==> config.mk <==
export PLATFORM = sky130hd
export DESIGN_NAME = issue_queue
export DESIGN_NICKNAME = d
export VERILOG_FILES = /design/src/hdl/instr_pkg.sv /design/src/hdl/issue_queue.sv
export VERILOG_INCLUDE_DIRS = /design/src /design/src/hdl
export SDC_FILE = /design/constraint.sdc
export NUM_CORES = 1
export LEC_CHECK = 0
export ABC_AREA = 1
export ABC_CLOCK_PERIOD_IN_PS = 4500
export BUFFER_PORTS_ARGS = -buffer_cell sky130_fd_sc_hd__buf_2
export CORE_AREA = 4 4 149 151
export CTS_BUF_LIST = sky130_fd_sc_hd__clkbuf_4
export CTS_CLUSTER_DIAMETER = 100
export DETAILED_ROUTE_END_ITERATION = 8
export DIE_AREA = 0 0 153 155
export PLACE_DENSITY_LB_ADDON = 0.12
export SETUP_SLACK_MARGIN = 0.4
export SLEW_MARGIN = 10
export SYNTH_ARGS = -nofsm -noshare
export SYNTH_HDL_FRONTEND = slang
export SYNTH_SLANG_ARGS = --single-unit
==> constraint.sdc <==
create_clock -name clk -period 4.5 [get_ports clk]
set_input_delay 0.225 -clock clk [delete_from_list [all_inputs] [get_ports clk]]
set_output_delay 0.225 -clock clk [all_outputs]
set_load 0.1 [all_outputs]
==> src/hdl/issue_settings.svh <==
`ifndef ISSUE_SETTINGS_SVH
`define ISSUE_SETTINGS_SVH

// architectural registers
`define REG_COUNT 32

`define DATA_WIDTH 32

// issue queue entries
`define IQ_DEPTH 4

// execution stages, also the width of a stage position
`define PIPE_DEPTH 3

`endif

==> src/hdl/instr_pkg.sv <==
`default_nettype none

`include "issue_settings.svh"

package instr_pkg;

    typedef logic [$clog2(`REG_COUNT)-1:0] reg_addr_t;
    typedef logic [`DATA_WIDTH-1:0] reg_data_t;
    typedef logic [15:0] imm_t;  // sign-extended at issue

    typedef enum logic [2:0] {
        op_add,
        op_sub,
        op_and,
        op_or,
        op_xor,
        op_mul  // the only slow op
    } alu_op_e;

    // 0..2 instructions per cycle
    typedef logic [1:0] iq_count_t;

endpackage

`default_nettype wire

==> src/hdl/issue_queue.sv <==
`default_nettype none

`include "issue_settings.svh"

module issue_queue (
    input  logic                       clk,
    input  logic                       rst_n,
    input  logic                       flash,
    input  logic                       stall,
    input  logic                       push,
    input  instr_pkg::reg_addr_t       in_dst,
    input  instr_pkg::reg_addr_t       in_src1,
    input  instr_pkg::reg_addr_t       in_src2,
    input  logic                       in_use_imm,
    input  instr_pkg::imm_t            in_imm,
    input  instr_pkg::alu_op_e         in_op,
    input  logic                       in_wr_en,
    input  instr_pkg::iq_count_t       pop_count,
    output logic                       full,
    output instr_pkg::iq_count_t       iq_size,
    output instr_pkg::reg_addr_t [1:0] head_dst,
    output instr_pkg::reg_addr_t [1:0] head_src1,
    output instr_pkg::reg_addr_t [1:0] head_src2,
    output logic [1:0]                 head_use_imm,
    output instr_pkg::imm_t [1:0]      head_imm,
    output instr_pkg::alu_op_e [1:0]   head_op,
    output logic [1:0]                 head_wr_en
);
    import instr_pkg::*;

    localparam int ptr_w = $clog2(`IQ_DEPTH);

    logic [ptr_w-1:0] rd_ptr, wr_ptr;
    logic [ptr_w:0]   count;
    logic             push_ok;
    iq_count_t        pop_eff;

    reg_addr_t dst_q     [`IQ_DEPTH];
    reg_addr_t src1_q    [`IQ_DEPTH];
    reg_addr_t src2_q    [`IQ_DEPTH];
    logic      use_imm_q [`IQ_DEPTH];
    imm_t      imm_q     [`IQ_DEPTH];
    alu_op_e   op_q      [`IQ_DEPTH];
    logic      wr_en_q   [`IQ_DEPTH];

    assign full    = (count == `IQ_DEPTH);
    assign push_ok = push && !full;
    assign pop_eff = stall ? 2'd0 : pop_count;  // pushes still land while stalled
    assign iq_size = (count >= 2) ? 2'd2 : iq_count_t'(count);

    always_ff @(posedge clk or negedge rst_n) begin
        if (!rst_n) begin
            rd_ptr <= '0;
            wr_ptr <= '0;
            count  <= '0;
        end else if (flash) begin
            rd_ptr <= '0;
            wr_ptr <= '0;
            count  <= '0;
        end else begin
            wr_ptr <= wr_ptr + ptr_w'(push_ok);
            rd_ptr <= rd_ptr + ptr_w'(pop_eff);
            count  <= count + (ptr_w+1)'(push_ok) - (ptr_w+1)'(pop_eff);
        end
    end

    always_ff @(posedge clk) begin
        if (push_ok) begin
            dst_q[wr_ptr]     <= in_dst;
            src1_q[wr_ptr]    <= in_src1;
            src2_q[wr_ptr]    <= in_src2;
            use_imm_q[wr_ptr] <= in_use_imm;
            imm_q[wr_ptr]     <= in_imm;
            op_q[wr_ptr]      <= in_op;
            wr_en_q[wr_ptr]   <= in_wr_en;
        end
    end

    // oldest two entries
    always_comb begin
        logic [ptr_w-1:0] idx;
        for (int h = 0; h < 2; h++) begin
            idx             = rd_ptr + ptr_w'(h);
            head_dst[h]     = dst_q[idx];
            head_src1[h]    = src1_q[idx];
            head_src2[h]    = src2_q[idx];
            head_use_imm[h] = use_imm_q[idx];
            head_imm[h]     = imm_q[idx];
            head_op[h]      = op_q[idx];
            head_wr_en[h]   = wr_en_q[idx];
        end
    end

    a_no_push_full: assert property (@(posedge clk) disable iff (!rst_n) !(push && full))
        else $error("push into full issue queue");

    a_pop_le_size: assert property (@(posedge clk) disable iff (!rst_n) pop_count <= iq_size)
        else $error("pop beyond valid entries");

endmodule

`default_nettype wire

==> results.yml <==
run_status:
  status: "finished clean"
global_routing:
  grt_pass1_vias: 5164
  grt_overflow_total: 0
  antenna_found_initial: 2
  grtUsageTotal_pct: 14.76
  grt_max_degree: 66
  grt_pass1_wl_mm: 27.20
synthesis:
  synth_compound_area_share_pct: 10.96
  yosys.area_share.simple_pct: 18.03
  postSynthAreaPerCell_um2: 9.701
  synth.area.top_cells: "edfxtp_1 (60%), nand2_1 (14%), o211ai_1 (5.7%)"
  synth_xor_xnor_area_share_pct: 0.1210
  syn-cell-area_mm2: 0.007237
  netlist.area_leader.share_pct: 59.75
  ys_warn_count: 0
  synthArstFlopShare_pct: 4.636
  synth_seq_cells: 151
  synth_fp_nets: 795
  synthFlopType: "edfxtp_1"
  seq_area_frac_synth_pct: 62.17
  synth-adder-area-share_pct: 1.141
  synth_area_leader_cell: "edfxtp_1"
  synthCells: 746
  yosys-mux-area-fraction_pct: 0
  synth_edf_count: 144
  yosysUniqueCellTypes: 21
  synth_top_family_by_area: "simple AND/OR/NAND/NOR gates"
setup_path:
  criticalPathCategory: "reg -> out"
  cp_max_fo: 65
  critPathRequiredTime_ns: 4.28
  critPathCaptureType: "output pin"
  start_kind: "flop"
  ff2ff_path_depth: 6
  crit_arrival_ns: 3.15
placement:
  place_worst_setup_slack_ns: 1.677
  gp_congestion: 0.7537
  place_area_mm2: 0.008010
  port_buffers: 117
  dp_hpwl_mm: 11.16
routing:
  wl_mm: 17.45
  drt-pass1-iter-count: 4
  ant_nets: 0
  num_vias: 5410
  dr.first_iter.drc_count: 289
  drcViolationCount: 0
  wl_per_cell_um: 14.85
  via_per_inst: 4.604
power:
  p_leak_nw: 3.754
  p_per_area_mw_per_mm2: 560.2
  irDropWorstVdd_uv: 441.0
clock_tree:
  root_buffer: "clkbuf_4"
  cts_buffers: 17
  cts_max_level: 4
  ctsLongestPathBuffers: 2
  cts_tree: "built"
  postCtsSetupBuffers: 0
  clock_sinks: 151
  clkLatencyLatePin_ns: 0.56
  path_clk_slew_ns: 0.11
floorplan:
  pin_count: 118
  core-area_mm2: 0.02082
  dieWidth_um: 153
  rows: 53
  die_h_um: 155
  fp.dieArea_mm2: 0.02372
  start_util_pct: 34.76
sta:
  fin_tns_setup_ns: 0
  fmax_ghz: 0.2964
  hold_violations: 0
  setup_ws_ns: 1.126
  skew_ns: 0.01713
  worst_pin_slew_ns: 0.8655
  whs_ns: 0.07773
  setup_viol: 0
  slew_viol_final: 0
  fin_crit_ns: 3.374
  rsz0062_at_grt: "no"
  relSlewSlack_pct: 42.23
  min_period_over_period_pct: 74.99
finish:
  layout_common_cells: "nand2_1 (269), edfxtp_1 (144), buf_2 (117)"
  layout.nets: 935
  layout-drive-gt1-share_pct: 18.58
  final_util_pct: 42.36
  layout_commonest_cell: "nand2_1"
  fill_cells: 2076
  final_area_mm2: 0.008821
  syn2layout_area_growth_pct: 21.89
hold_path:
  hp-class: "in -> reg"
  hold_depth: 4
flow_run:
  drv_cap: 0
-- state kept, by name, summed over array words and instances (netlist names) --
name and flops:
use_imm_q 4, src1_q 20, wr_en_q 4, src2_q 20, count 3, dst_q 20, op_q 12, wr_ptr 2
rd_ptr 2, imm_q 64
-- Yosys cell counts, types with 2 or more instances --
cell        n
o21ai_0    72
buf_2      28
buf_6       5
nand2_1   269
buf_4       4
dfrtp_1     7
inv_2       2
edfxtp_1  144
nor2_1     45
clkbuf_1    6
ha_1        5
a21oi_1     3
o211ai_1   55
inv_1      76
nand3_1    19
-- worst max-delay path, cell delays in order (launching register included) --
cell and delay (ns):
dfrtp_2 0.70, inv_4 0.62, buf_4 0.49, nand2_1 0.08, o21ai_0 0.09, nand2_1 0.07, nand2_1 0.11, buf_2 0.43
-- cell type report --
class                   count  area [um^2]  share of cell area, %
clock buffers              19        142.6                  1.617
repair buffers            164         1036                  11.74
clock inverters            13        275.3                  3.121
inverters                  79        299.0                  3.390
diodes                      1        2.502                0.02837
multi-input cells         473         2220                  25.16
well taps                 275        344.1                  3.901
flip-flops and latches    151         4502                  51.04
-- stage by stage --
step | total power, mW | std cells
3_5_place_dp | 3.811 | 1103
4_1_cts | 4.992 | 1174
6_report | 4.941 | 1175
3_3_place_gp | 3.811 | 1103
5_1_grt | 5.172 | 1175
2_1_floorplan | 3.465 | 746
-- cell families after synthesis --
kind of cell	after synthesis
xor gates and xnor gates	1
DFF	151
and+or+nand+nor	335
adders and majority gates	6
buffers and inverters	122
AOI/OAI and AO/OA	131
-- layer usage --
layer	vias to the layer above	wire [um]	track usage (%)
li1	2780	-	-
met5	-	13	0
met2	107	8444	25.58
met4	2	187	3.818
met1	2504	8014	18.62
met3	17	791	3.644
-- power breakdown --
group | leakage, nW | switching, mW | internal [mW] | total (mW)
registers | 1.41 | 0.0769 | 1.74 | 1.81
logic | 2.14 | 1.66 | 0.310 | 1.97
clock network | 0.207 | 0.482 | 0.675 | 1.16
-- final timing paths --
| path | from | to | slack, ns |
|---|---|---|---|
| worst max-delay path | rd_ptr[0] | head_imm[16] | 1.13 |
| worst min register to register | wr_ptr[1] | wr_ptr[1] | 0.62 |
| worst max register to register | rd_ptr[1] | rd_ptr[1] | 2.11 |
| max in group asynchronous | rst_n | rd_ptr[0] | 3.59 |
| worst min-delay path | pop_count[1] | rd_ptr[1] | 0.08 |
| min in group asynchronous | rst_n | count[0] | 0.63 |
-- repair_timing --
| action | 4_1_cts | 5_1_grt |
|---|---|---|
| hold endpoints to repair | 158 | 0 |
| gates resized for setup | 0 | 0 |
| hold buffers | 39 | 0 |
(Power assumes the default switching activity.)
