$ cat src/hdl/issue_settings.svh
`ifndef ISSUE_SETTINGS_SVH
`define ISSUE_SETTINGS_SVH

// architectural registers
`define REG_COUNT 32

`define DATA_WIDTH 32

// issue queue entries
`define IQ_DEPTH 4

// execution stages, also the width of a stage position
`define PIPE_DEPTH 3

`endif

$ cat src/hdl/instr_pkg.sv
`default_nettype none

`include "issue_settings.svh"

package instr_pkg;

    typedef logic [$clog2(`REG_COUNT)-1:0] reg_addr_t;
    typedef logic [`DATA_WIDTH-1:0] reg_data_t;
    typedef logic [15:0] imm_t;  // sign-extended at issue

    typedef enum logic [2:0] {
        op_add,
        op_sub,
        op_and,
        op_or,
        op_xor,
        op_mul  // the only slow op
    } alu_op_e;

    // 0..2 instructions per cycle
    typedef logic [1:0] iq_count_t;

endpackage

`default_nettype wire

$ cat src/hdl/exec_pipe.sv
`default_nettype none

`include "issue_settings.svh"

module exec_pipe (
    input  logic                            clk,
    input  logic                            rst_n,
    input  logic                            flash,
    input  logic                            stall,
    input  logic [1:0]                      lane_valid,
    input  instr_pkg::alu_op_e [1:0]        lane_op,
    input  instr_pkg::reg_data_t [1:0]      lane_a,
    input  instr_pkg::reg_data_t [1:0]      lane_b,
    input  instr_pkg::reg_addr_t [1:0]      lane_dst,
    input  logic [1:0]                      lane_wr,
    output instr_pkg::reg_data_t [1:0][1:0] tap_data,
    output logic [1:0]                      wb_en,
    output instr_pkg::reg_addr_t [1:0]      wb_addr,
    output instr_pkg::reg_data_t [1:0]      wb_data
);
    import instr_pkg::*;

    localparam int half = `DATA_WIDTH / 2;

    logic [1:0]             s1_valid, s2_valid, s3_valid;
    logic [1:0]             s1_wr, s2_wr, s3_wr, s2_mul;
    alu_op_e [1:0]          s1_op;
    reg_addr_t [1:0]        s1_dst, s2_dst, s3_dst;
    reg_data_t [1:0]        s1_a, s1_b, s2_res, s3_res;
    reg_data_t [1:0]        fast_res, s2_sum;
    logic [1:0][half-1:0]   mul_hi, s2_hi;

    // stage 1: fast ops, or the two partial products of a mul
    always_comb begin
        for (int l = 0; l < 2; l++) begin
            mul_hi[l] = s1_a[l][half-1:0] * s1_b[l][`DATA_WIDTH-1:half];
            case (s1_op[l])
                op_add:  fast_res[l] = s1_a[l] + s1_b[l];
                op_sub:  fast_res[l] = s1_a[l] - s1_b[l];
                op_and:  fast_res[l] = s1_a[l] & s1_b[l];
                op_or:   fast_res[l] = s1_a[l] | s1_b[l];
                op_xor:  fast_res[l] = s1_a[l] ^ s1_b[l];
                default: fast_res[l] = s1_a[l] * s1_b[l][half-1:0];  // low partial
            endcase
        end
    end

    // stage 2 finishes the product, low half kept
    always_comb begin
        for (int l = 0; l < 2; l++) begin
            s2_sum[l]      = s2_mul[l] ? s2_res[l] + {s2_hi[l], half'(0)} : s2_res[l];
            tap_data[l][0] = s2_res[l];
            tap_data[l][1] = s3_res[l];
        end
    end

    always_ff @(posedge clk or negedge rst_n) begin
        if (!rst_n) begin
            s1_valid <= '0;
            s2_valid <= '0;
            s3_valid <= '0;
        end else if (flash) begin
            s1_valid <= '0;
            s2_valid <= '0;
            s3_valid <= '0;
        end else if (!stall) begin
            s1_valid <= lane_valid;
            s2_valid <= s1_valid;
            s3_valid <= s2_valid;
        end
    end

    always_ff @(posedge clk) begin
        if (!stall) begin
            s1_op  <= lane_op;
            s1_a   <= lane_a;
            s1_b   <= lane_b;
            s1_dst <= lane_dst;
            s1_wr  <= lane_wr;
            s2_res <= fast_res;
            s2_hi  <= mul_hi;
            s2_mul <= {s1_op[1] == op_mul, s1_op[0] == op_mul};
            s2_dst <= s1_dst;
            s2_wr  <= s1_wr;
            s3_res <= s2_sum;
            s3_dst <= s2_dst;
            s3_wr  <= s2_wr;
        end
    end

    assign wb_en   = stall ? 2'b00 : (s3_valid & s3_wr);
    assign wb_addr = s3_dst;
    assign wb_data = s3_res;

endmodule

`default_nettype wire

$ cat config.mk
export PLATFORM = sky130hd
export DESIGN_NAME = exec_pipe
export DESIGN_NICKNAME = d
export VERILOG_FILES = /design/src/hdl/instr_pkg.sv /design/src/hdl/exec_pipe.sv
export VERILOG_INCLUDE_DIRS = /design/src /design/src/hdl
export SDC_FILE = /design/constraint.sdc
export NUM_CORES = 2
export LEC_CHECK = 0
export BUFFER_PORTS_ARGS = -buffer_cell sky130_fd_sc_hd__buf_2
export CAP_MARGIN = 25
export CORE_MARGIN = 2
export CORE_UTILIZATION = 60
export CTS_CLUSTER_SIZE = 16
export DETAILED_ROUTE_END_ITERATION = 8
export PLACE_DENSITY = 0.79
export SYNTH_ARGS = -nofsm -noshare
export SYNTH_HDL_FRONTEND = slang
export SYNTH_SLANG_ARGS = --single-unit
$ cat constraint.sdc
create_clock -name clk -period 8.2 [get_ports clk]
set_input_delay 0 -clock clk [delete_from_list [all_inputs] [get_ports clk]]
set_output_delay 0 -clock clk [all_outputs]
set_load 0.1 [all_outputs]
==> impl_metrics.toml <==
[drt]
wire_per_inst_um = 23.3
drt_wl_total_um = 166000
ant_nets = 0
drtPass1Iterations = 8
vias = 42100
drc = 0
detail_route.iter0.violations = 4748
viasPerCell = 5.92

[final_layout]
fill_cells = 6523
finalNetCount = 7319
final_cell_mix = "inv_1 (1082), nand2_1 (784), fa_1 (772)"
drive_above_1_share = 0.102
layout_commonest_cell = "inv_1"
syn_to_final_growth_pct = 10.5

[worst_hold_path]
hp-start = "lane_b[0]"
hold_path_class = "in -> reg"
hold_end = "s1_b[0]$_DFFE_PN_"
worstHoldPathCells = 2

[timing]
setup_viol = 0
maxSlewViolCount = 0
fin_crit_sh = 0.922
maxSlewHeadroom = 0.229
fmax_ghz = 0.132
fin_crit_ps = 7560
rsz0062_at_grt = "no"
tns_ps = 0
finalHoldViolations = 0
finalClockSkew_ps = 61.7
tightest_slew_ps = 1140

[critical_path]
worstSetupPathType = "reg -> reg"
cp.arrival_ps = 8030
r2r_cells = 21
crit_required_ps = 8670
r2r-end = "tap_data[94]$_DFFE_PN_"
rrSetupSlack_ps = 640
cp-start-kind = "flop"
worst-path-max-fanout = 11
crit_path_start = "s1_b[33]$_DFFE_PN_"
reg2reg_from = "s1_b[33]$_DFFE_PN_"
end_kind = "flop"

[logic_synthesis]
synth_area_leaders = "fa_1 (30%), edfxtp_1 (20%), ha_1 (11%)"
synth_nets = 6987
syn_inst = 5613
syn-mean-instance-area_sq_um = 9.08
ys_types = 87
yosys_warnings = 0
ys_ff_latch = 338
synth_top_area_frac = 0.303
synth_compound_area_frac = 0.0898
synth_edf_count = 332
postSynth.asyncResetShare = 0.0178
synthFlopType = "edfxtp_1"
synth_fa_ha_area_frac = 0.413
yosys.area_share.xor_xnor = 0.0520
yosys.area.top_type = "fa_1"
synth_top_family_by_area = "adder cells"
synth-simple-area-share = 0.125
syn-cell-area_sq_um = 51000
ys_seq_area_frac = 0.198
muxShareOfSynthArea = 0.00709

[die]
std_cell_rows = 106
die-width_um = 296
ios = 356
die_h_um = 296
coreArea_sq_um = 84000
initial_utilization = 0.607
die-area_sq_um = 87300

[cts]
cts_buffers = 41
cts_root_buf = "clkbuf_16"
clkTransAtPathRegs_ps = 70
clk_latency_ps = 640
clock_path_buffers = 3
cts.repair.resized = 0
h-tree-depth = 2
cts_tree = "yes"
clkSinkCount = 338

[global_route]
grt_max_degree = 140
grt.total_usage = 0.386
grt_pass1_wl_um = 252000
antenna_found_initial = 8
grt_remaining_overflow = 0
grt_pass1_vias = 42800

[placement]
dp_hpwl_um = 126000
gp_congestion = 1.05
portBuffers = 355

[status]
run_status = "completed"

[run]
maxCapViolations = 0
## synth_stat cells (all sizes together) (7+ instances only)
| cell | number |
|---|---|
| o21ai | 117 |
| nor2b | 19 |
| edfxtp | 332 |
| mux2 | 17 |
| nand3 | 40 |
| clkinv | 21 |
| or3 | 17 |
| a22oi | 32 |
| o22ai | 51 |
| and2 | 13 |
| o21bai | 18 |
| xnor2 | 238 |
| o221ai | 7 |
| or2 | 9 |
| nand2b | 22 |
| a211oi | 11 |
| o31ai | 20 |
| inv | 1092 |
| o211ai | 14 |
| nor4 | 7 |
| nor3 | 37 |
| a31o | 9 |
| xor2 | 62 |
| o21a | 69 |
| mux2i | 17 |
| nor2 | 564 |
| a21o | 60 |
| buf | 128 |
| a31oi | 19 |
| nand4 | 12 |
| nand2 | 784 |
| a21oi | 197 |
| ha | 450 |
| clkbuf | 217 |
| a2111oi | 9 |
| o41ai | 11 |
| and3 | 12 |
| fa | 772 |
## flip-flops by register name, indices dropped and copies added (netlist names)
| name | count |
|---|---|
| s1_a | 64 |
| s1_b | 64 |
| s1_dst | 10 |
| s1_op | 6 |
| s1_valid | 2 |
| s1_wr | 2 |
| s2_dst | 10 |
| s2_hi | 32 |
| s2_mul | 2 |
| s2_valid | 2 |
| s2_wr | 2 |
| s3_valid | 2 |
| s3_wr | 2 |
| tap_data | 128 |
| wb_addr | 10 |
## metrics by stage
| stage | util | hold WS, ps | std cells | setup slack [ps] | instance area [sq um] |
|---|---|---|---|---|---|
| after global routing | 0.671 | 75.8 | 7109 | 473 | 56400 |
| after global placement | 0.637 | -174 | 6883 | 1030 | 53500 |
| after CTS | 0.671 | 47.6 | 7109 | 934 | 56400 |
| after floorplan | - | -296 | 5613 | 31.6 | 51000 |
| after detailed placement | 0.637 | -172 | 6883 | 985 | 53500 |
| final | 0.671 | 76.7 | 7110 | 641 | 56400 |
## logic make-up after synthesis
kind of cell	Yosys count
buf+inv	1458
fa+ha+maj	1222
simple gates	1559
flops	338
mux	34
xor+xnor	301
compound gates	701
## repair_timing
| action | 4_1_cts | 5_1_grt |
|---|---|---|
| buffers inserted | 0 | 0 |
| hold buffers | 153 | 0 |
| hold endpoints to repair | 158 | 0 |
| endpoints found under the setup margin | 0 | 0 |
## cell type report
class / instances / area (sq um) / area share
multi-input cells: 3817 / 35000 / 0.622
flip-flops and latches: 338 / 10100 / 0.180
repair buffers: 634 / 4250 / 0.0755
inverters: 1113 / 4190 / 0.0743
well taps: 1134 / 1420 / 0.0252
clock buffers: 44 / 1040 / 0.0184
clock inverters: 29 / 307 / 0.00544
diodes: 1 / 2.50 / 0.0000444
## how the worst max path moves through the flow
stage          slack [ps]                     end
3_5_place_dp          990  tap_data[94]$_DFFE_PN_
2_1_floorplan          30                wb_en[0]
4_1_cts               930  tap_data[94]$_DFFE_PN_
5_1_grt               470  tap_data[94]$_DFFE_PN_
3_3_place_gp         1030  tap_data[94]$_DFFE_PN_
6_report              640  tap_data[94]$_DFFE_PN_
## critical path, cell delays in order (launching register included)
cell and delay (ps):
edfxtp_1 710, clkinv_1 610, nor2_1 310, fa_1 470
fa_1 550, ha_1 140, inv_1 50, fa_1 490
inv_1 70, fa_1 570, fa_1 420, ha_1 410
nand2_1 200, o2111ai_1 190, nand2_1 200, o211ai_1 470
a31oi_1 210, a21oi_1 310, a31o_2 220, a21oi_1 80
or4b_2 620, nand3_1 80
## layer usage
layer / share of wire / up-vias / GRT usage / routed length [um]
met5: 0.00043 / - / 0 / 72
li1: - / 18100 / - / -
met4: 0.046 / 10 / 0.151 / 7590
met2: 0.43 / 2962 / 0.582 / 71600
met3: 0.15 / 568 / 0.119 / 24700
met1: 0.37 / 20500 / 0.524 / 62100
Power is left out: the tool's default activity adds up to more than one toggle a clock period on the data nets, which glitch-free logic cannot reach.
