### src/hdl/issue_settings.svh
`ifndef ISSUE_SETTINGS_SVH
`define ISSUE_SETTINGS_SVH

// architectural registers
`define REG_COUNT 32

`define DATA_WIDTH 32

// issue queue entries
`define IQ_DEPTH 4

// execution stages, also the width of a stage position
`define PIPE_DEPTH 3

`endif

### src/hdl/instr_pkg.sv
`default_nettype none

`include "issue_settings.svh"

package instr_pkg;

    typedef logic [$clog2(`REG_COUNT)-1:0] reg_addr_t;
    typedef logic [`DATA_WIDTH-1:0] reg_data_t;
    typedef logic [15:0] imm_t;  // sign-extended at issue

    typedef enum logic [2:0] {
        op_add,
        op_sub,
        op_and,
        op_or,
        op_xor,
        op_mul  // the only slow op
    } alu_op_e;

    // 0..2 instructions per cycle
    typedef logic [1:0] iq_count_t;

endpackage

`default_nettype wire

### src/hdl/track_pkg.sv
`default_nettype none

`include "issue_settings.svh"

package track_pkg;

    // one-hot, msb is stage 1, zero means the value sits in the register file
    typedef logic [`PIPE_DEPTH-1:0] stage_pos_t;
    typedef logic [`PIPE_DEPTH-1:0] accept_mask_t;
    typedef logic lane_t;

    localparam stage_pos_t pos_issue = stage_pos_t'(1) << (`PIPE_DEPTH - 1);

    localparam accept_mask_t mask_fast = 3'b011;  // bypass from stage 2 on
    localparam accept_mask_t mask_mul  = 3'b001;  // stage 3 only

endpackage

`default_nettype wire

### src/hdl/issue_select.sv
`default_nettype none

module issue_select (
    input  instr_pkg::iq_count_t            iq_size,
    input  instr_pkg::reg_addr_t [1:0]      head_dst,
    input  instr_pkg::reg_addr_t [1:0]      head_src1,
    input  instr_pkg::reg_addr_t [1:0]      head_src2,
    input  logic [1:0]                      head_use_imm,
    input  instr_pkg::imm_t [1:0]           head_imm,
    input  instr_pkg::alu_op_e [1:0]        head_op,
    input  logic [1:0]                      head_wr_en,
    input  instr_pkg::reg_data_t [3:0]      rf_data,
    input  track_pkg::stage_pos_t [3:0]     sb_pos,
    input  track_pkg::accept_mask_t [3:0]   sb_mask,
    input  track_pkg::lane_t [3:0]          sb_lane,
    input  instr_pkg::reg_data_t [1:0][1:0] tap_data,
    input  logic                            stall,
    output instr_pkg::iq_count_t            pop_count,
    output instr_pkg::reg_addr_t [3:0]      rf_addr,
    output instr_pkg::reg_addr_t [3:0]      sb_rd_addr,
    output logic [1:0]                      sb_wr_en,
    output instr_pkg::reg_addr_t [1:0]      sb_wr_addr,
    output track_pkg::accept_mask_t [1:0]   sb_wr_mask,
    output track_pkg::lane_t [1:0]          sb_wr_lane,
    output logic [1:0]                      lane_valid,
    output instr_pkg::alu_op_e [1:0]        lane_op,
    output instr_pkg::reg_data_t [1:0]      lane_a,
    output instr_pkg::reg_data_t [1:0]      lane_b,
    output instr_pkg::reg_addr_t [1:0]      lane_dst,
    output logic [1:0]                      lane_wr
);
    import instr_pkg::*;
    import track_pkg::*;

    logic [3:0]      reg_ok;
    reg_data_t [3:0] reg_val;
    logic [1:0]      ready;
    logic            pair_dep;

    // src1/src2 of head 0, then of head 1
    assign rf_addr    = {head_src2[1], head_src1[1], head_src2[0], head_src1[0]};
    assign sb_rd_addr = rf_addr;

    always_comb begin
        for (int i = 0; i < 4; i++) begin
            reg_ok[i]  = 1'b0;
            reg_val[i] = rf_data[i];
            if (sb_pos[i] == '0) begin
                reg_ok[i] = 1'b1;
            end else if ((sb_pos[i] & sb_mask[i]) != '0) begin
                reg_ok[i]  = 1'b1;
                reg_val[i] = tap_data[sb_lane[i]][sb_pos[i][0]];  // 010 stage 2, 001 stage 3
            end
        end
    end

    always_comb begin
        for (int h = 0; h < 2; h++) begin
            ready[h]  = reg_ok[2*h] && (head_use_imm[h] || reg_ok[2*h+1]);
            lane_a[h] = reg_val[2*h];
            lane_b[h] = head_use_imm[h] ? reg_data_t'($signed(head_imm[h])) : reg_val[2*h+1];
        end
    end

    // no bypass inside a pair, the younger one waits
    assign pair_dep = head_wr_en[0] && (head_dst[0] != '0) &&
                      ((head_src1[1] == head_dst[0]) ||
                       (!head_use_imm[1] && head_src2[1] == head_dst[0]));

    always_comb begin
        if (stall || iq_size == 2'd0 || !ready[0]) begin
            pop_count = 2'd0;
        end else if (iq_size == 2'd1 || !ready[1] || pair_dep) begin
            pop_count = 2'd1;
        end else begin
            pop_count = 2'd2;
        end
    end

    assign lane_valid = {pop_count == 2'd2, pop_count != 2'd0};
    assign lane_op    = head_op;
    assign lane_dst   = head_dst;
    assign lane_wr    = head_wr_en;

    always_comb begin
        for (int h = 0; h < 2; h++) begin
            sb_wr_en[h]   = lane_valid[h] && head_wr_en[h] && (head_dst[h] != '0);
            sb_wr_mask[h] = (head_op[h] == op_mul) ? mask_mul : mask_fast;
            sb_wr_lane[h] = lane_t'(h);
        end
    end

    assign sb_wr_addr = head_dst;

endmodule

`default_nettype wire

### config.mk
export PLATFORM = sky130hd
export DESIGN_NAME = issue_select
export DESIGN_NICKNAME = d
export VERILOG_FILES = /design/src/hdl/instr_pkg.sv /design/src/hdl/track_pkg.sv /design/src/hdl/issue_select.sv
export VERILOG_INCLUDE_DIRS = /design/src /design/src/hdl
export SDC_FILE = /design/constraint.sdc
export NUM_CORES = 1
export LEC_CHECK = 0
export ABC_AREA = 1
export BUFFER_PORTS_ARGS = -buffer_cell sky130_fd_sc_hd__clkbuf_2
export CORE_AREA = 10 10 213 215
export DETAILED_ROUTE_END_ITERATION = 16
export DIE_AREA = 0 0 223 225
export SYNTH_ARGS = -nofsm -noshare
export SYNTH_HDL_FRONTEND = slang
export SYNTH_SLANG_ARGS = --single-unit
### constraint.sdc
create_clock -name vclk -period 0.9
set_clock_uncertainty 0.2 [all_clocks]
set_input_delay 0 -clock vclk [all_inputs]
set_output_delay 0 -clock vclk [all_outputs]
set_load 0.1 [all_outputs]
==> results of run 1 <==
-- cells in the final DEF, fill, tap and decap left out, types with 4 or more instances in the layout --
master,count
clkbuf_2,317
buf_12,251
buf_4,198
nand2_1,122
inv_1,108
o21ai_1,89
a21oi_1,83
o21ai_2,70
nor2_4,68
o21ai_4,67
o211ai_1,64
a31oi_4,64
a211oi_2,55
nor2_2,54
buf_6,53
a21oi_2,40
o21a_1,40
buf_16,34
buf_8,28
o21ai_0,25
nor2_1,21
nand2_4,14
o21a_4,13
nand2_2,11
a21oi_4,7
inv_2,7
clkbuf_16,7
o21a_2,6
a211oi_4,6
conb_1,6
nand3_2,5
nand3_4,4
or2_4,4
clkbuf_8,4
-- worst max-delay path: cells and delay by family --
| family | cells | cell delay, ns |
|---|---|---|
| AOI/OAI and AO/OA | 3 | 0.49 |
| and+or+nand+nor | 1 | 0.10 |
| buffers and inverters | 4 | 0.65 |
-- layout make-up --
| cell class | count | share of cell area |
|---|---|---|
| diodes | 3 | 0.000375 |
| repair buffers | 892 | 0.513 |
| repair inverters | 2 | 0.00125 |
| multi-input cells | 955 | 0.427 |
| inverters | 120 | 0.0245 |
| well taps | 539 | 0.0337 |
-- kinds of logic (layout without fill, tap and decap cells) --
group,count (synthesis),in the layout,synth area share
other cells,2,9,0.00105
xor+xnor,1,1,0.00122
buf+inv,316,1014,0.248
compound gates,634,634,0.559
simple gates,314,314,0.191
-- through the flow --
stage / utilization / std cells / worst slack [ns] / area, um2 / TNS [ns]
finish: 0.484 / 2511 / -0.564 / 20000 / -64.04
detailed placement: 0.405 / 2436 / -0.794 / 16700 / -70.10
global placement: 0.405 / 2436 / -0.782 / 16700 / -68.90
floorplan: - / 1271 / -0.950 / 9620 / -61.69
global route: 0.484 / 2511 / -0.595 / 20000 / -68.25
CTS: 0.466 / 2503 / -0.557 / 19300 / -62.94
-- per-layer routing --
metal / vias up / global-route usage / share of wire
met5: - / 0 / 0
met4: 0 / 0.102 / 0.050
met3: 189 / 0.0663 / 0.094
met2: 868 / 0.405 / 0.48
met1: 6122 / 0.278 / 0.37
li1: 5799 / - / -
-- power by group through the flow --
| stage | Clock [mW] | Sequential (mW) | Combinational (mW) |
|---|---|---|---|
| after CTS | 0 | 0 | 20.1 |
| after floorplan | 0 | 0 | 11.4 |
| after global placement | 0 | 0 | 17.7 |
| final | 0.000000448 | 0 | 20.7 |
| after global routing | 0.000000449 | 0 | 21.3 |
| after detailed placement | 0 | 0 | 17.9 |
-- cells in the mapped netlist --
master	number
conb_1	2
nor3_2	2
nor2_1	95
clkbuf_1	21
nand3_2	2
xnor2_1	1
inv_1	114
nand3_1	10
buf_1	1
o21ai_1	122
o22ai_1	1
a21oi_2	1
o21a_1	59
nor2_2	47
buf_6	21
nand2_1	147
nand3b_1	2
o41ai_1	1
a211oi_2	56
a21oi_1	129
nor3_1	2
inv_2	6
buf_2	57
or2_2	6
buf_4	96
o21ai_0	129
o211ai_1	64
nor2_4	1
a211oi_1	8
a31oi_1	64
-- worst max path at each step --
stage	from	to	slack (ns)	cells after the start
5_1_grt	sb_lane[3]	lane_b[59]	-0.59	8
3_5_place_dp	sb_lane[3]	lane_b[63]	-0.79	7
4_1_cts	sb_mask[11]	lane_b[51]	-0.56	9
6_report	sb_lane[3]	lane_b[59]	-0.56	8
3_3_place_gp	sb_lane[3]	lane_b[63]	-0.78	7
2_1_floorplan	sb_pos[3]	pop_count[1]	-0.95	7
-- timing repair --
item	4_1_cts	5_1_grt
hold endpoints to repair	20	20
pin swaps	131	105
resized for setup	348	207
buffers inserted	34	19
gates cloned	30	8
endpoints found under the setup margin	134	134
==> qor.yml, run 1 <==
synth:
  yosysTopAreaCell: "buf_4"
  avgSynthCellArea_um2: 5.66
  netlist_area_um2: 7170
  yosys_warnings: 0
  synthDistinctLibCells: 30
  yosysTopAreaCellShare: 0.101
  synth-seq-area-share: 0
  synth_area_leaders: "buf_4, a211oi_2, a21oi_1"
  syn_inst: 1267
critical_path:
  slowest_delay_ns: 0.26
  slowest_stage: "o21a_2"
  critPathRequiredTime_ns: 0.70
  end_kind: "primary output"
  arrival_ns: 1.26
  crit_path_max_fanout: 8
  worstPathCellList: "buf_16, buf_12, buf_16, nor2_4, a211oi_2, o21a_2, o21ai_4, buf_12"
  path_class: "in2out"
  start_kind: "primary input"
run_status:
  outcome: "finished, violations left"
  violations: "hold timing, setup timing"
grt:
  grt_antenna_before_repair: 3
  grt_pass1_vias: 13700
  grt_start_max_net_pins: 69
  grt_pass1_wl_mm: 91.9
  grt-ovfl-total: 0
  grt_usage: 0.239
floorplanning:
  core_um2: 41400
  start_util: 0.173
  io_pins: 569
  die_w_um: 223
  die_area_um2: 50200
  die_h_um: 225
  row_count: 75
place:
  io_buffers: 533
  routabilityCongestion: 1.01
  hpwl_mm: 47.6
drt:
  totalWireLength_mm: 67.4
  num_vias: 13000
  drt_iter0_markers: 1128
  drc: 0
  wl_per_cell_um: 26.8
  ant_nets: 0
  via_per_inst: 5.17
  dr.pass1.iters: 5
timing:
  drv_slew: 0
  holdWs_ns: -0.0179
  rsz0062_at_grt: "yes"
  post-route-min-period_ns: 1.46
  worst_slack_ns: -0.564
  fmax_mhz: 683
  setup_violations: 134
  hold_violations: 20
  post-route-period-util: 1.63
power:
  swShare: 0.615
  comb_power_share: 1.000
  pwr-share-clk: 0
  p_switching_mw: 12.7
  intPower_mw: 7.98
  seq_power_share: 0
  power_density_nw_per_um2: 1030
  ir_drop_mv: 0.744
  power_mw: 20.7
  p_leak_nw: 8.51
finish:
  seq_cell_count: 0
  syn_to_final_growth_pct: 179
  fill_cells: 3689
  multiInputGateArea_um2: 8550
  drive_gt1_frac: 0.712
  fin_nets: 2330
  seqCellArea_um2: 0
  nClkBuffers: 0
cts:
  holdBufCountCts: 10
worst_hold_path:
  holdPathEnd: "sb_rd_addr[8]"
  holdPathStages: 1
  hp-start: "head_src2[3]"
  hp-class: "in2out"
run:
  maxCapViolCount: 0
Power figures use the tool's default switching activity.
==> run 2, diff against run 1 <==
BUFFER_PORTS_ARGS = -buffer_cell sky130_fd_sc_hd__buf_2   (was -buffer_cell sky130_fd_sc_hd__clkbuf_2)
PLACE_DENSITY = 0.47   (was unset)
==> run 2 against run 1 <==
Critical path depth unchanged. Largest cell class unchanged. The flow still finishes with violations (hold timing, setup timing). Die area unchanged. Wire length down 7.8%. Critical path type unchanged.
==> qor.yml, run 2 (synthesis gave the netlist of run 1 again) <==
critical_path:
  cp_top_family: "buffers and inverters"  # unchanged
  end_kind: "primary output"  # unchanged
  path_class: "in2out"  # unchanged
  cpMostUsedCell: "buf_12"
  critPathRequiredTime_ns: 0.70  # about the same
  arrival_ns: 1.23  # was 1.26 ns
  crit_path_max_fanout: 7  # was 8
  slowest_stage: "o21a_1"  # was o21a_2
  path_buf_inv: 4  # unchanged
  slowest_delay_ns: 0.22  # was 0.26 ns
  worstPathCellList: "buf_16, buf_12, buf_12, nor2_4, a211oi_2, o21a_1, o21ai_4, buf_12"  # was buf_16, buf_12, buf_16, nor2_4, a211oi_2, o21a_2, o21ai_4, buf_12
  start_kind: "primary input"  # unchanged
drt:
  wl_per_cell_um: 25.0  # was 26.8 um
  num_vias: 12500  # was 13000
  drc: 0  # unchanged
  ant_nets: 0  # unchanged
  via_per_inst: 5.06  # was 5.17
  totalWireLength_mm: 62.1  # was 67.4 mm
  drt_iter0_markers: 885  # was 1128
  dr.pass1.iters: 5  # unchanged
cts:
  holdBufCountCts: 10  # unchanged
place:
  io_buffers: 533  # unchanged
  routabilityCongestion: 0.908  # was 1.01
  dpl_cell_area_um2: 16600  # was 16700 um2
  hpwl_mm: 46.6  # was 47.6 mm
run_status:
  violations: "hold timing, setup timing"  # unchanged
  outcome: "finished, violations left"  # unchanged
timing:
  holdWs_ns: -0.0179  # about the same
  hold_violations: 20  # unchanged
  fmax_mhz: 699  # was 683 MHz
  setup_violations: 134  # unchanged
  post-route-min-period_ns: 1.43  # was 1.46 ns
  worst_slack_ns: -0.531  # was -0.564 ns
  drv_slew: 0  # unchanged
  rsz0062_at_grt: "yes"  # unchanged
  post-route-period-util: 1.59  # was 1.63
finish:
  fin_nets: 2299  # was 2330
  postLayoutCoreUtil: 0.478  # was 0.484
  drive_gt1_frac: 0.709  # was 0.712
  nClkBuffers: 0  # unchanged
  syn_to_final_growth_pct: 176  # was 179%
  design_area_um2: 19800  # was 20000 um2
  fill_cells: 3858  # was 3689
  seqCellArea_um2: 0  # unchanged
  final_common_cell: "buf_2"  # was clkbuf_2
  layout_common_cells: "buf_2, buf_12, buf_4"  # was clkbuf_2, buf_12, buf_4
  seq_cell_count: 0  # unchanged
power:
  ir_drop_mv: 0.735  # was 0.744 mV
  power_density_nw_per_um2: 1030  # about the same
  p_leak_nw: 8.25  # was 8.51 nW
floorplanning:
  die_h_um: 225  # unchanged
  io_pins: 569  # unchanged
  start_util: 0.173  # unchanged
  row_count: 75  # unchanged
  die_area_um2: 50200  # unchanged
  core_um2: 41400  # unchanged
  die_w_um: 223  # unchanged
grt:
  met2_usage: 0.416  # was 0.405
  grt_start_max_net_pins: 56  # was 69
  grt-ovfl-total: 0  # unchanged
  grt_util_met1: 0.265  # was 0.278
  grt_usage: 0.228  # was 0.239
  grt-busiest-layer: "met2"  # unchanged
  grt_antenna_before_repair: 8  # was 3
  grt_pass1_vias: 13000  # was 13700
  grt_pass1_wl_mm: 88.3  # was 91.9 mm
  grt_use_met3: 0.0510  # was 0.0663
worst_hold_path:
  hp-class: "in2out"  # unchanged
run:
  maxCapViolCount: 0  # unchanged
run 2: area by class of cell:
type                       instances  area, um2  area share
antenna                            5       12.5    0.000633
inverter                         120        502      0.0254
multi-input combinational        955       8630       0.437
tap                              539        674      0.0341
timing repair buffer             862       9930       0.502
timing repair inverter             1       16.3    0.000823
run 2: timing repair:
action / in CTS / in global routing
gates resized for setup: 379 / 140
endpoints found under the setup margin: 134 / 134
buffers inserted: 19 / 3
hold endpoints to repair: 20 / 20
pin swaps: 133 / 93
cloned: 29 / 7
run 2: path summary, 6_finish.rpt:
kind | depth (start not counted) | slack [ns] | end | from
worst max-delay path | 8 | -0.53 | lane_b[19] | sb_lane[1]
worst min-delay path | 1 | -0.02 | rf_addr[7] | head_src2[2]
run 2: through the flow:
step | cells | setup slack [ns] | TNS, ns | power, mW | hold slack (ns)
finish | 2482 | -0.531 | -58.83 | 20.3 | -0.0179
global route | 2480 | -0.550 | -63.27 | 21.0 | -0.0170
CTS | 2472 | -0.522 | -60.17 | 19.9 | -0.0174
detailed placement | 2417 | -0.670 | -69.92 | 17.7 | -0.199
global placement | 2417 | -0.677 | -68.76 | 17.7 | -0.199
floorplan | 1271 | -0.950 | -61.69 | 11.4 | 0.0115
run 2: power breakdown:
group	internal [mW]	leakage, nW	switching, mW	total (mW)
registers	0	0	0	0
logic	7.80	8.25	12.5	20.3
clock network	0.000000653	0.0000317	0	0.000000653
run 2: routing by layer:
layer / wire length [um] / up-vias
met4: 1790 / 8
met3: 4810 / 113
met1: 23900 / 6068
met2: 31600 / 622
li1: - / 5737
met5: 48 / -
==> run 3, diff against run 2 <==
ABC_AREA = unset   (was 1)
CORE_AREA = 10 10 211 213   (was 10 10 213 215)
DIE_AREA = 0 0 221 223   (was 0 0 223 225)
PLACE_DENSITY = 0.45   (was 0.47)
==> run 3 against run 2 <==
The flow still finishes with violations (hold timing, setup timing). Via count down 35%. Wire length fell by 20%. Cell count decreased by 30%. Fmax fell by 20%. Total power fell by 9.0%. Synthesized area is 13% lower. Sequential share of layout area is the same. Flip-flop and latch count unchanged. Global-route usage down 4.4 points. Worst setup slack got worse by 0.35 ns. Non-clock buffer count is 85 lower. Core utilization down 7.6 points. Highest routed layer unchanged.
==> qor.yml, run 3 <==
run_status:
  outcome: "finished, violations left"  # unchanged
  violations: "hold timing, setup timing"  # unchanged
cts:
  holdBufCountCts: 10  # unchanged
floorplanning:
  io_pins: 569  # unchanged
  die_h_um: 223  # was 225 um
  start_util: 0.155  # was 0.173
  core_um2: 40400  # was 41400 um2
  die_w_um: 221  # was 223 um
  die_area_um2: 49300  # was 50200 um2
  row_count: 74  # was 75
critical_path:
  slowest_stage: "a222oi_1"  # was o21a_1
  worstPathCellList: "buf_8, a222oi_1, buf_4, buf_12, buf_12, buf_6, buf_6, buf_6, a211oi_4, nor2_4, buf_12"  # was buf_16, buf_12, buf_12, nor2_4, a211oi_2, o21a_1, o21ai_4, buf_12
  slowest_delay_ns: 0.32  # was 0.22 ns
  critPathRequiredTime_ns: 0.70  # about the same
  cp-endpoint: "lane_b[58]"  # was lane_b[19]
  arrival_ns: 1.58  # was 1.23 ns
  crit_path_max_fanout: 5  # was 7
  start_kind: "primary input"  # unchanged
  path_class: "in2out"  # unchanged
  crit_start: "sb_mask[9]"  # was sb_lane[1]
  end_kind: "primary output"  # unchanged
grt:
  grt-ovfl-total: 0  # unchanged
  grt_pass1_wl_mm: 67.2  # was 88.3 mm
  grt_usage: 0.183  # was 0.228
  grt_antenna_before_repair: 12  # was 8
  grt_pass1_vias: 8961  # was 13000
  grt_start_max_net_pins: 23  # was 56
drt:
  drt_iter0_markers: 515  # was 885
  num_vias: 8108  # was 12500
  via_per_inst: 4.64  # was 5.06
  wl_per_cell_um: 28.5  # was 25.0 um
  ant_nets: 0  # unchanged
  drc: 0  # unchanged
  dr.pass1.iters: 5  # unchanged
  totalWireLength_mm: 49.8  # was 62.1 mm
power:
  ir_drop_mv: 0.916  # was 0.735 mV
  p_leak_nw: 6.97  # was 8.25 nW
  intPower_mw: 7.78  # was 7.80 mW
  comb_power_share: 1.000  # about the same
  p_switching_mw: 10.7  # was 12.5 mW
  power_density_nw_per_um2: 1140  # was 1030 nW/um2
  pwr-share-clk: 0  # about the same
  seq_power_share: 0  # about the same
  power_mw: 18.5  # was 20.3 mW
  swShare: 0.579  # was 0.615
finish:
  layout_common_cells: "buf_2, buf_12, mux4_2, buf_4, mux2_4"  # was buf_2, buf_12, buf_4
  final_common_cell: "buf_2"  # unchanged
  design_area_um2: 16200  # was 19800 um2
  seq_cell_count: 0  # unchanged
  syn_to_final_growth_pct: 160  # was 176%
  postLayoutCoreUtil: 0.402  # was 0.478
  nClkBuffers: 0  # unchanged
  drive_gt1_frac: 0.936  # was 0.709
  stdcell_count: 1747  # was 2482
  fin_nets: 1571  # was 2299
  seqCellArea_um2: 0  # unchanged
synth:
  avgSynthCellArea_um2: 11.0  # was 5.66 um2
  synth_area_leaders: "mux4_2, mux2_2, buf_4"  # was buf_4, a211oi_2, a21oi_1
  synthDistinctLibCells: 32  # was 30
  synth_commonest_cells: "mux4_2, buf_4, mux2_2"  # was nand2_1, a21oi_1, o21ai_0
  syn_inst: 570  # was 1267
  yosysTopAreaCell: "mux4_2"  # was buf_4
  yosys_warnings: 0  # unchanged
  synth-seq-area-share: 0  # unchanged
  yosysTopAreaCellShare: 0.454  # was 0.101
  synth_most_common_cell: "mux4_2"  # was nand2_1
  netlist_area_um2: 6250  # was 7170 um2
timing:
  setup_violations: 134  # unchanged
  worst_slack_ns: -0.882  # was -0.531 ns
  post-route-period-util: 1.98  # was 1.59
  holdWs_ns: -0.0178  # was -0.0179 ns
  drv_slew: 0  # unchanged
  post-route-min-period_ns: 1.78  # was 1.43 ns
  fmax_mhz: 561  # was 699 MHz
  hold_violations: 20  # unchanged
  rsz0062_at_grt: "yes"  # unchanged
run:
  maxCapViolCount: 0  # unchanged
place:
  pre_cts_ws_ns: -1.10  # was -0.670 ns
  dp_cells: 1639  # was 2417
  hpwl_mm: 36.8  # was 46.6 mm
  dpl_cell_area_um2: 12900  # was 16600 um2
  routabilityCongestion: 0.827  # was 0.908
  io_buffers: 533  # unchanged
worst_hold_path:
  hp-start: "head_src1[4]"  # was head_src2[2]
  hp-class: "in2out"  # unchanged
==> run 3: timing repair <==
action | in CTS | in global routing
pin swaps | 52 | 37
endpoints found under the hold margin | 20 | 20
setup endpoints to repair | 134 | 134
buffers inserted | 38 | 40
cloned | 21 | 7
gates resized for setup | 364 | 112
==> run 3: routing by layer <==
metal / vias to the layer above / GRT usage / wire length [um]
met2: 444 / 0.341 / 26600
met5: - / 0 / 74
met3: 65 / 0.0605 / 4380
met4: 12 / 0.0354 / 918
li1: 3482 / - / -
met1: 4105 / 0.198 / 17800
==> run 3: power by group through the flow <==
stage	combinational [mW]	sequential [mW]	clock (mW)
6_report	18.5	0	0.000000744
3_5_place_dp	14.9	0	0
2_1_floorplan	10.6	0	0
3_3_place_gp	14.9	0	0
4_1_cts	17.8	0	0
5_1_grt	19.0	0	0.000000298
==> run 3: worst min-delay path by stage <==
stage                    endpoint  slack [ns]  cells past startpoint
floorplan             lane_dst[0]        0.01                      1
global placement       rf_addr[3]       -0.20                      0
detailed placement     rf_addr[3]       -0.20                      0
CTS                 sb_rd_addr[1]       -0.02                      1
global route           rf_addr[4]       -0.02                      1
finish                 rf_addr[4]       -0.02                      1
==> run 3: area by class of cell <==
type	count	area, um2
Fill cell	3820	24100
Timing Repair Buffer	777	8760
Multi-Input combinational cell	431	6780
Tap cell	532	666
Inverter	2	11.3
Antenna cell	5	12.5
==> run 3: per-stage QoR <==
stage | hold WS, ns | TNS, ns
6_report | -0.0178 | -105.40
3_3_place_gp | -0.199 | -124.76
3_5_place_dp | -0.199 | -125.49
2_1_floorplan | 0.0115 | -82.45
4_1_cts | -0.0175 | -109.22
5_1_grt | -0.0171 | -115.26
==> run 3: worst max-delay path, delay by kind of cell <==
family                 cells  cell delay, ns
and+or+nand+nor            1            0.13
AOI/OAI and AO/OA          2            0.38
buffers and inverters      8            1.07
==> run 3: cells by family after synthesis <==
| kind of cell | after synthesis | share of synthesized area |
|---|---|---|
| other cells | 2 | 0.00120 |
| compound gates | 76 | 0.104 |
| buf+inv | 143 | 0.166 |
| xor+xnor | 10 | 0.0140 |
| simple gates | 117 | 0.0887 |
| mux | 222 | 0.626 |
